### config.mk
export PLATFORM = sky130hd
export DESIGN_NAME = io_subsystem_top
export DESIGN_NICKNAME = d
export VERILOG_FILES = /design/src/verilog/soc_io_pkg.sv /design/src/verilog/io_decoder.sv /design/src/verilog/system_control.sv /design/src/verilog/interval_timer.sv /design/src/verilog/irq_controller.sv /design/src/verilog/io_subsystem_top.sv
export SDC_FILE = /design/constraint.sdc
export NUM_CORES = 1
export LEC_CHECK = 0
export BUFFER_PORTS_ARGS = -buffer_cell sky130_fd_sc_hd__clkbuf_2
export CAP_MARGIN = 0
export CORE_MARGIN = 3
export CORE_UTILIZATION = 44
export DETAILED_ROUTE_END_ITERATION = 10
export PLACE_DENSITY = 0.67
export SLEW_MARGIN = 0
export SYNTH_ARGS = -nofsm -noshare
export SYNTH_HDL_FRONTEND = slang
export SYNTH_SLANG_ARGS = --single-unit
### constraint.sdc
create_clock -name sys_clk -period 3.1 [get_ports sys_clk]
set_input_delay 0.31 -clock sys_clk [delete_from_list [all_inputs] [get_ports sys_clk]]
set_output_delay 0.31 -clock sys_clk [all_outputs]
set_load 0.05 [all_outputs]
### src/verilog/soc_io_pkg.sv
////////////////////////////////////////
// Bus types, select codes and I/O map shared by
// the decoder and the register-mapped peripherals.
// Modules import it inside their bodies.
////////////////////////////////////////
`default_nettype none

package soc_io_pkg;

    // Host I/O request, word addressed
    typedef struct packed {
        logic        access;
        logic        wr_en;
        logic [1:0]  bytesel;
        logic [15:1] addr;
        logic [15:0] wdata;
        logic        reserved;
    } io_req_t;

    // Per-block response, rdata is zero outside ack
    typedef struct packed {
        logic        ack;
        logic [15:0] rdata;
    } io_rsp_t;

    typedef enum logic [2:0] {
        SEL_NONE,
        SEL_SYSCTL,
        SEL_TIMER,
        SEL_IRQ,
        SEL_DEFAULT
    } io_sel_e;

    typedef enum logic [1:0] {
        TIMER_STOPPED,
        TIMER_ONESHOT,
        TIMER_PERIODIC
    } timer_mode_e;

    // I/O address map (byte addresses)
    localparam logic [15:0] ADDR_LEDS        = 16'hfffe;
    localparam logic [15:0] ADDR_BIOS_CTRL   = 16'hffec;
    localparam logic [15:0] ADDR_IRQ_TEST    = 16'hfff6;
    localparam logic [15:0] ADDR_TIMER_COUNT = 16'h0040;
    localparam logic [15:0] ADDR_TIMER_CTRL  = 16'h0042;
    localparam logic [15:0] ADDR_PIC         = 16'h0020;

    localparam int IRQ_TIMER = 0; // Timer owns line 0

endpackage

`default_nettype wire

### src/verilog/io_decoder.sv
////////////////////////////////////////
// I/O address decode and response fabric.
// One select strobe per access, a default ack for
// unmapped addresses, responses merged by OR.
////////////////////////////////////////
`timescale 1ns/1ns
`default_nettype none

module io_decoder (
    input  wire logic                 sys_clk,
    input  wire logic                 rst_n,
    input  wire soc_io_pkg::io_req_t  io_req,
    input  wire soc_io_pkg::io_rsp_t  sysctl_rsp,
    input  wire soc_io_pkg::io_rsp_t  timer_rsp,
    input  wire soc_io_pkg::io_rsp_t  irq_rsp,
    output logic                      sysctl_sel,
    output logic                      timer_sel,
    output logic                      irq_sel,
    output soc_io_pkg::io_rsp_t       io_rsp
);
    import soc_io_pkg::*;

    io_sel_e io_sel;
    logic    seen_q;     // access was high last cycle
    logic    new_access;
    logic    dflt_sel_q;
    logic    dflt_ack_q;

    assign new_access = io_req.access && !seen_q; // Only the first cycle of an access

    always_comb begin
        io_sel = SEL_NONE;
        if (new_access) begin
            unique case ({io_req.addr, 1'b0})
                ADDR_LEDS, ADDR_BIOS_CTRL:         io_sel = SEL_SYSCTL;
                ADDR_TIMER_COUNT, ADDR_TIMER_CTRL: io_sel = SEL_TIMER;
                ADDR_PIC, ADDR_IRQ_TEST:           io_sel = SEL_IRQ;
                default:                           io_sel = SEL_DEFAULT;
            endcase
        end
    end

    always_ff @(posedge sys_clk or negedge rst_n) begin
        if (!rst_n) begin
            seen_q     <= 1'b0;
            sysctl_sel <= 1'b0;
            timer_sel  <= 1'b0;
            irq_sel    <= 1'b0;
            dflt_sel_q <= 1'b0;
            dflt_ack_q <= 1'b0;
        end else begin
            seen_q     <= io_req.access;
            sysctl_sel <= (io_sel == SEL_SYSCTL);
            timer_sel  <= (io_sel == SEL_TIMER);
            irq_sel    <= (io_sel == SEL_IRQ);
            dflt_sel_q <= (io_sel == SEL_DEFAULT);
            dflt_ack_q <= dflt_sel_q; // Same latency as a real peripheral
        end
    end

    // Default responder contributes ack only, its data is always zero
    always_comb begin
        io_rsp.ack   = sysctl_rsp.ack | timer_rsp.ack | irq_rsp.ack | dflt_ack_q;
        io_rsp.rdata = sysctl_rsp.rdata | timer_rsp.rdata | irq_rsp.rdata;
    end

    // OR merge needs a single responder per cycle
    a_one_ack: assert property (@(posedge sys_clk) disable iff (!rst_n)
        $onehot0({sysctl_rsp.ack, timer_rsp.ack, irq_rsp.ack, dflt_ack_q}));

endmodule

`default_nettype wire

### src/verilog/system_control.sv
////////////////////////////////////////
// System control registers: LED output register
// and the BIOS-enable flag, byte-lane writable.
////////////////////////////////////////
`timescale 1ns/1ns
`default_nettype none

module system_control #(
    parameter int num_leds = 8
) (
    input  wire logic                 sys_clk,
    input  wire logic                 rst_n,
    input  wire logic                 sel,
    input  wire soc_io_pkg::io_req_t  io_req,
    output soc_io_pkg::io_rsp_t       rsp,
    output logic [num_leds-1:0]       leds,
    output logic                      bios_enabled
);
    import soc_io_pkg::*;

    logic        is_leds;
    logic        wr;
    logic [15:0] rd_val;

    assign is_leds = ({io_req.addr, 1'b0} == ADDR_LEDS); // Else BIOS control
    assign wr      = sel && io_req.wr_en;
    assign rd_val  = is_leds ? 16'(leds) : {15'b0, bios_enabled};

    always_ff @(posedge sys_clk or negedge rst_n) begin
        if (!rst_n) begin
            leds         <= '0;
            bios_enabled <= 1'b1; // Boot from ROM
        end else if (wr) begin
            if (is_leds) begin
                for (int i = 0; i < num_leds; i++) begin
                    if (io_req.bytesel[i / 8])
                        leds[i] <= io_req.wdata[i];
                end
            end else if (io_req.bytesel[0]) begin
                bios_enabled <= io_req.wdata[0];
            end
        end
    end

    always_ff @(posedge sys_clk or negedge rst_n) begin
        if (!rst_n) begin
            rsp <= '0;
        end else begin
            rsp.ack   <= sel;
            rsp.rdata <= (sel && !io_req.wr_en) ? rd_val : 16'h0;
        end
    end

    // Single ack pulse per strobe, relies on the decoder firing once
    a_ack_pulse: assert property (@(posedge sys_clk) disable iff (!rst_n)
        sel |=> rsp.ack ##1 !rsp.ack);

endmodule

`default_nettype wire

### src/verilog/interval_timer.sv
////////////////////////////////////////
// Programmable interval timer. A prescaled 16-bit
// down-counter, one-shot or periodic, that pulses
// timer_irq each time it reaches zero.
////////////////////////////////////////
`timescale 1ns/1ns
`default_nettype none

module interval_timer #(
    parameter int timer_prescale = 4
) (
    input  wire logic                 sys_clk,
    input  wire logic                 rst_n,
    input  wire logic                 sel,
    input  wire soc_io_pkg::io_req_t  io_req,
    output soc_io_pkg::io_rsp_t       rsp,
    output logic                      timer_irq
);
    import soc_io_pkg::*;

    localparam int pre_w = (timer_prescale > 1) ? $clog2(timer_prescale) : 1;

    timer_mode_e      mode_q;
    logic [15:0]      reload_q;
    logic [15:0]      count_q;
    logic [pre_w-1:0] pre_cnt;
    logic             tick;
    logic             running;
    logic             is_ctrl;
    logic             wr;
    logic [15:0]      wr_count;
    logic [15:0]      rd_val;

    assign is_ctrl = ({io_req.addr, 1'b0} == ADDR_TIMER_CTRL);
    assign wr      = sel && io_req.wr_en;
    assign running = (mode_q != TIMER_STOPPED);
    assign tick    = running && (pre_cnt == pre_w'(timer_prescale - 1));

    // Merge enabled lanes over the old reload value
    assign wr_count = {io_req.bytesel[1] ? io_req.wdata[15:8] : reload_q[15:8],
                       io_req.bytesel[0] ? io_req.wdata[7:0]  : reload_q[7:0]};

    assign rd_val = is_ctrl ? {14'b0, mode_q} : count_q;

    always_ff @(posedge sys_clk or negedge rst_n) begin
        if (!rst_n) begin
            mode_q    <= TIMER_STOPPED;
            reload_q  <= '0;
            count_q   <= '0;
            pre_cnt   <= '0;
            timer_irq <= 1'b0;
        end else begin
            timer_irq <= 1'b0;
            if (wr && !is_ctrl) begin
                reload_q <= wr_count;
                count_q  <= wr_count;
                pre_cnt  <= '0; // Restart the period from this write
            end else if (wr && is_ctrl) begin
                if (io_req.bytesel[0]) begin
                    if (io_req.wdata[1:0] == 2'b11)
                        mode_q <= TIMER_STOPPED;
                    else
                        mode_q <= timer_mode_e'(io_req.wdata[1:0]);
                    pre_cnt <= '0;
                end
            end else if (running) begin
                pre_cnt <= tick ? '0 : pre_cnt + 1'b1;
                if (tick) begin
                    if (count_q <= 16'd1) begin
                        timer_irq <= 1'b1;
                        if (mode_q == TIMER_PERIODIC) begin
                            count_q <= reload_q;
                        end else begin
                            count_q <= '0;
                            mode_q  <= TIMER_STOPPED;
                        end
                    end else begin
                        count_q <= count_q - 1'b1;
                    end
                end
            end
        end
    end

    always_ff @(posedge sys_clk or negedge rst_n) begin
        if (!rst_n) begin
            rsp <= '0;
        end else begin
            rsp.ack   <= sel;
            rsp.rdata <= (sel && !io_req.wr_en) ? rd_val : 16'h0;
        end
    end

endmodule

`default_nettype wire

### src/verilog/irq_controller.sv
////////////////////////////////////////
// Interrupt controller. Latches rising edges of 8
// lines, masks them and reports the lowest pending
// line. Also holds the test-interrupt register.
////////////////////////////////////////
`timescale 1ns/1ns
`default_nettype none

module irq_controller (
    input  wire logic                 sys_clk,
    input  wire logic                 rst_n,
    input  wire logic                 sel,
    input  wire soc_io_pkg::io_req_t  io_req,
    output soc_io_pkg::io_rsp_t       rsp,
    input  wire logic                 timer_irq,
    input  wire logic [6:0]           irq_in,
    output logic                      intr,
    output logic [2:0]                irq_num
);
    import soc_io_pkg::*;

    logic [6:0]  test_q;
    logic [7:0]  mask_q;   // 1 masks the line
    logic [7:0]  pending_q;
    logic [7:0]  lines;
    logic [7:0]  lines_q;
    logic [7:0]  rise;
    logic [7:0]  eoi;
    logic [7:0]  active;
    logic        is_pic;
    logic        wr;
    logic [15:0] rd_val;

    always_comb begin
        lines            = {irq_in | test_q, 1'b0};
        lines[IRQ_TIMER] = timer_irq;
    end

    assign rise   = lines & ~lines_q;
    assign is_pic = ({io_req.addr, 1'b0} == ADDR_PIC); // Else test register
    assign wr     = sel && io_req.wr_en;
    assign eoi    = (wr && is_pic && io_req.bytesel[0]) ? io_req.wdata[7:0] : 8'h0;
    assign rd_val = is_pic ? {mask_q, pending_q} : {9'b0, test_q};

    always_ff @(posedge sys_clk or negedge rst_n) begin
        if (!rst_n) begin
            lines_q   <= '0;
            pending_q <= '0;
            mask_q    <= '0;
            test_q    <= '0;
        end else begin
            lines_q   <= lines;
            pending_q <= (pending_q & ~eoi) | rise; // New edge beats EOI
            if (wr && is_pic && io_req.bytesel[1])
                mask_q <= io_req.wdata[15:8];
            if (wr && !is_pic && io_req.bytesel[0])
                test_q <= io_req.wdata[6:0];
        end
    end

    // Lowest-numbered unmasked pending line wins
    assign active = pending_q & ~mask_q;
    assign intr   = |active;

    always_comb begin
        irq_num = 3'd0;
        for (int i = 7; i >= 0; i--) begin
            if (active[i])
                irq_num = 3'(i);
        end
    end

    always_ff @(posedge sys_clk or negedge rst_n) begin
        if (!rst_n) begin
            rsp <= '0;
        end else begin
            rsp.ack   <= sel;
            rsp.rdata <= (sel && !io_req.wr_en) ? rd_val : 16'h0;
        end
    end

    a_intr_valid: assert property (@(posedge sys_clk) disable iff (!rst_n)
        intr |-> (pending_q[irq_num] && !mask_q[irq_num]));

endmodule

`default_nettype wire

### src/verilog/io_subsystem_top.sv
////////////////////////////////////////
// I/O subsystem top level. Wires the host bus to
// the decoder, the three peripherals and the
// interrupt sources. Access latency is 2 cycles.
////////////////////////////////////////
`timescale 1ns/1ns
`default_nettype none

module io_subsystem_top #(
    parameter int num_leds       = 8,
    parameter int timer_prescale = 4
) (
    input  wire logic                 sys_clk,
    input  wire logic                 rst_n,
    input  wire soc_io_pkg::io_req_t  io_req,
    output soc_io_pkg::io_rsp_t       io_rsp,
    input  wire logic [6:0]           irq_in,
    output logic [num_leds-1:0]       leds,
    output logic                      bios_enabled,
    output logic                      intr,
    output logic [2:0]                irq_num
);
    import soc_io_pkg::*;

    logic    sysctl_sel;
    logic    timer_sel;
    logic    irq_sel;
    io_rsp_t sysctl_rsp;
    io_rsp_t timer_rsp;
    io_rsp_t irq_rsp;
    logic    timer_irq;

    io_decoder u_io_decoder (
        .sys_clk    (sys_clk),
        .rst_n      (rst_n),
        .io_req     (io_req),
        .sysctl_rsp (sysctl_rsp),
        .timer_rsp  (timer_rsp),
        .irq_rsp    (irq_rsp),
        .sysctl_sel (sysctl_sel),
        .timer_sel  (timer_sel),
        .irq_sel    (irq_sel),
        .io_rsp     (io_rsp)
    );

    system_control #(.num_leds(num_leds)) u_system_control (
        .sys_clk      (sys_clk),
        .rst_n        (rst_n),
        .sel          (sysctl_sel),
        .io_req       (io_req),
        .rsp          (sysctl_rsp),
        .leds         (leds),
        .bios_enabled (bios_enabled)
    );

    interval_timer #(.timer_prescale(timer_prescale)) u_interval_timer (
        .sys_clk   (sys_clk),
        .rst_n     (rst_n),
        .sel       (timer_sel),
        .io_req    (io_req),
        .rsp       (timer_rsp),
        .timer_irq (timer_irq)
    );

    irq_controller u_irq_controller (
        .sys_clk   (sys_clk),
        .rst_n     (rst_n),
        .sel       (irq_sel),
        .io_req    (io_req),
        .rsp       (irq_rsp),
        .timer_irq (timer_irq), // Line 0
        .irq_in    (irq_in),    // Lines 1 to 7
        .intr      (intr),
        .irq_num   (irq_num)
    );

endmodule

`default_nettype wire

==> metrics <==
Area Overhead vs Synth 22.77%; Cells after Synth 521; status finished clean; placed cell area 6360 um^2; prevailing post-synth register cell dfrtp_1; DR vias 4,298; sequential area share after synthesis 54.89%; syn nets 569; Power Density 572.3 nW/um^2; Yosys warnings 0; RSZ-0062 raised after global routing false; Slew Limit Headroom 43.51%; EDFF count, synth 0; Post-Route WL 13,650 um; clock-pin slew on the worst setup and hold paths 0.06 ns; largest net degree at the start of global routing 51; Detailed Place HPWL 9866 um; H-Tree Depth 4; r2r startpoint u_interval_timer.count_q[13]$_DFFE_PN0P_; row count 41; I/O pin cnt 75; Clock Root Buffer clkbuf_16; Non-Filler Instances 794; CP required 3.41 ns; Hold WS 0.09468 ns; Die W 120.3 um; Vias/cell 5.413; Die ar. 14,470 um^2; Die Height 120.3 um; fraction of layout cells with a size suffix above 1 29.74%; Final Wtd Congestion 0.9276; total clock sinks 126; residual DRC count 0; Power Internal 3.223 mW; clock buffer depth 2; Logic pwr share 3.0%; initial antenna violation count 0; Wirelength per Cell 17.19 um; Post-Syn Area per Cell 11.03 um^2; Crit-path slowest cell or4_4; Num CTS Buffers 17; P_sw 814.7 uW; hold bufs inserted after CTS 2; Post-synth ARST share 100.0%; Seq cells post-synth 126; Initial Util 45.35%; Switching Fraction 20.18%; DRT iter0 DRCs 342; Slew Viols, Final 0; Post-layout nets 657; Setup CP Type flip-flop to flip-flop; IO buf count 73; gr usage total 20.33%; placed cell count 760; post-CTS setup buffer count 0; crit start category flip-flop; critical-path cell list or4_4 -> or4_1 -> or2_1 -> mux2i_1 -> a221o_1; Slew @ Worst Pin 0.8443 ns; Max Freq 0.3906 GHz; Clk pwr share 56.0%; Finished Cell Area 7056 um^2; First-pass DRT Iterations 5; Setup crit start u_interval_timer.count_q[13]$_DFFE_PN0P_; number of global-route vias before repair 4,321; antenna fix cells 0; Max VDD drop 0.0002689 V; final setup fails 0; fin crit period 2.560 ns; critical hold path startpoint irq_in[4]; max incr delay on CP 0.53 ns; Total Power 4.038 mW; Final Cycle Share 82.59%; Flop pwr share 41.0%; Core Util, Final 55.68%; CTS tree built; worst-path maximum fanout 12; HP Class input pin to flip-flop; distinct cell type count after synthesis 55; core area 12,670 um^2; crit path DAT 2.87 ns; final worst setup slack 0.5397 ns; pre-CTS WS 0.5284 ns; Sum Neg Setup Slack 0 ns; LEAKAGE 3.540 nW; final hold violation count 0; Final ANT Viol Nets 0; crit end category flip-flop; Final Skew 0.005236 ns; total grt overflow 0; max-cap violations 0; Syn Std Cell Area 5747 um^2; post-CTS sizing 0; Clk Latency, worst-skew pair 0.42 ns; first-pass GRT wire length 22,600 um
==> cell usage after synthesis, drive strengths merged (10+ instances only) <==
cell	count	area, um^2
or2	17	106.4
dfrtp	125	3128
mux2	44	495.5
or3	12	75.07
nand3	13	65.06
clkbuf	17	63.81
mux2i	15	150.1
inv	14	52.55
a21oi	17	85.08
nor3	14	70.07
nand2	55	206.5
and2	29	181.4
a22o	10	87.58
nor2	24	92.59
==> area by class of cell <==
| cell class | count | area [um^2] |
|---|---|---|
| Clock inverter | 14 | 236.5 |
| Tap cell | 172 | 215.2 |
| Multi-Input combinational cell | 359 | 2441 |
| Sequential cell | 126 | 3154 |
| Clock buffer | 18 | 439.2 |
| Timing Repair Buffer | 90 | 513.0 |
| Inverter | 15 | 56.30 |
| Fill cell | 1095 | 5615 |
==> path summary, 6_finish.rpt <==
kind / endpoint / cells past startpoint / slack (ns)
worst max register to register: u_interval_timer.count_q[14]$_DFFE_PN0P_ / 5 / 0.54
worst max-delay path: u_interval_timer.count_q[14]$_DFFE_PN0P_ / 5 / 0.54
min in group asynchronous: u_interval_timer.count_q[4]$_DFFE_PN0P_ / 2 / 0.44
max in group asynchronous: u_system_control.bios_enabled$_DFFE_PN1P_ / 3 / 1.79
worst min-delay path: u_irq_controller.lines_q[5]$_DFF_PN0_ / 2 / 0.09
worst min register to register: u_io_decoder.dflt_ack_q$_DFF_PN0_ / 0 / 0.36
==> cell usage in the layout, fill, tap and decap left out, types with 4 or more instances in the layout <==
master and count:
a211oi_1 7, a21oi_1 17, a221o_1 7, a22o_1 10, and2_1 29, buf_4 15
bufinv_16 6, clkbuf_16 17, clkbuf_2 72, dfrtp_1 125, inv_1 14, mux2_2 44
mux2i_1 15, nand2_1 55, nand2b_1 8, nand3_1 13, nand4_1 7, nor2_1 23
nor2b_1 8, nor3_1 14, nor3b_1 4, nor4_1 7, o21ai_0 6, or2_2 16
or3_1 12, or4_1 7, xnor2_1 7, xor2_1 4
==> power groups by stage <==
stage               combinational [mW]  clock, mW  sequential, mW
global route                     0.138       2.37            1.65
global placement                 0.120          0            1.68
detailed placement               0.123          0            1.68
floorplan                       0.0347          0            1.68
finish                           0.122       2.26            1.65
CTS                              0.126       2.29            1.65
==> registers in the layout, summed over array words and instances, names as in the netlist <==
name	count
u_system_control.bios_enabled	1
u_irq_controller.test_q	7
u_io_decoder.dflt_ack_q	1
u_interval_timer.reload_q	16
u_io_decoder.dflt_sel_q	1
u_io_decoder.seen_q	1
u_io_decoder.sysctl_sel	1
u_interval_timer.rsp	17
u_interval_timer.timer_irq	1
u_irq_controller.mask_q	8
u_interval_timer.pre_cnt	2
u_io_decoder.irq_sel	1
u_irq_controller.rsp	17
u_irq_controller.lines_q	8
u_io_decoder.timer_sel	1
u_interval_timer.count_q	16
u_interval_timer.mode_q	2
u_system_control.leds	8
u_irq_controller.pending_q	8
u_system_control.rsp	9
==> metal layers <==
layer	global-route usage, %	vias up	part of all wire, %
met5	0	-	0
met4	6.870	0	1.5
met3	4.537	13	5.9
met1	27.44	2126	44
met2	32.70	136	48
li1	-	2023	-
==> worst max-delay path: cells and delay by family (launching register included) <==
family	cells	cell delay, ns
AOI/OAI and AO/OA	1	0.36
DFF	1	0.40
muxes	1	0.21
and+or+nand+nor	3	1.48
==> kinds of logic (layout without fill, tap and decap cells) <==
logic type,Yosys count,in the layout,synth area share [%]
AND/OR/NAND/NOR,214,214,19.88
flip-flops,126,126,54.89
AO/OA/AOI/OAI,72,72,9.036
multiplexers,59,59,11.23
buffers and inverters,36,137,2.634
XOR/XNOR,11,11,1.676
adder cells (fa/ha/maj),3,3,0.6532
(Power assumes the default switching activity.)
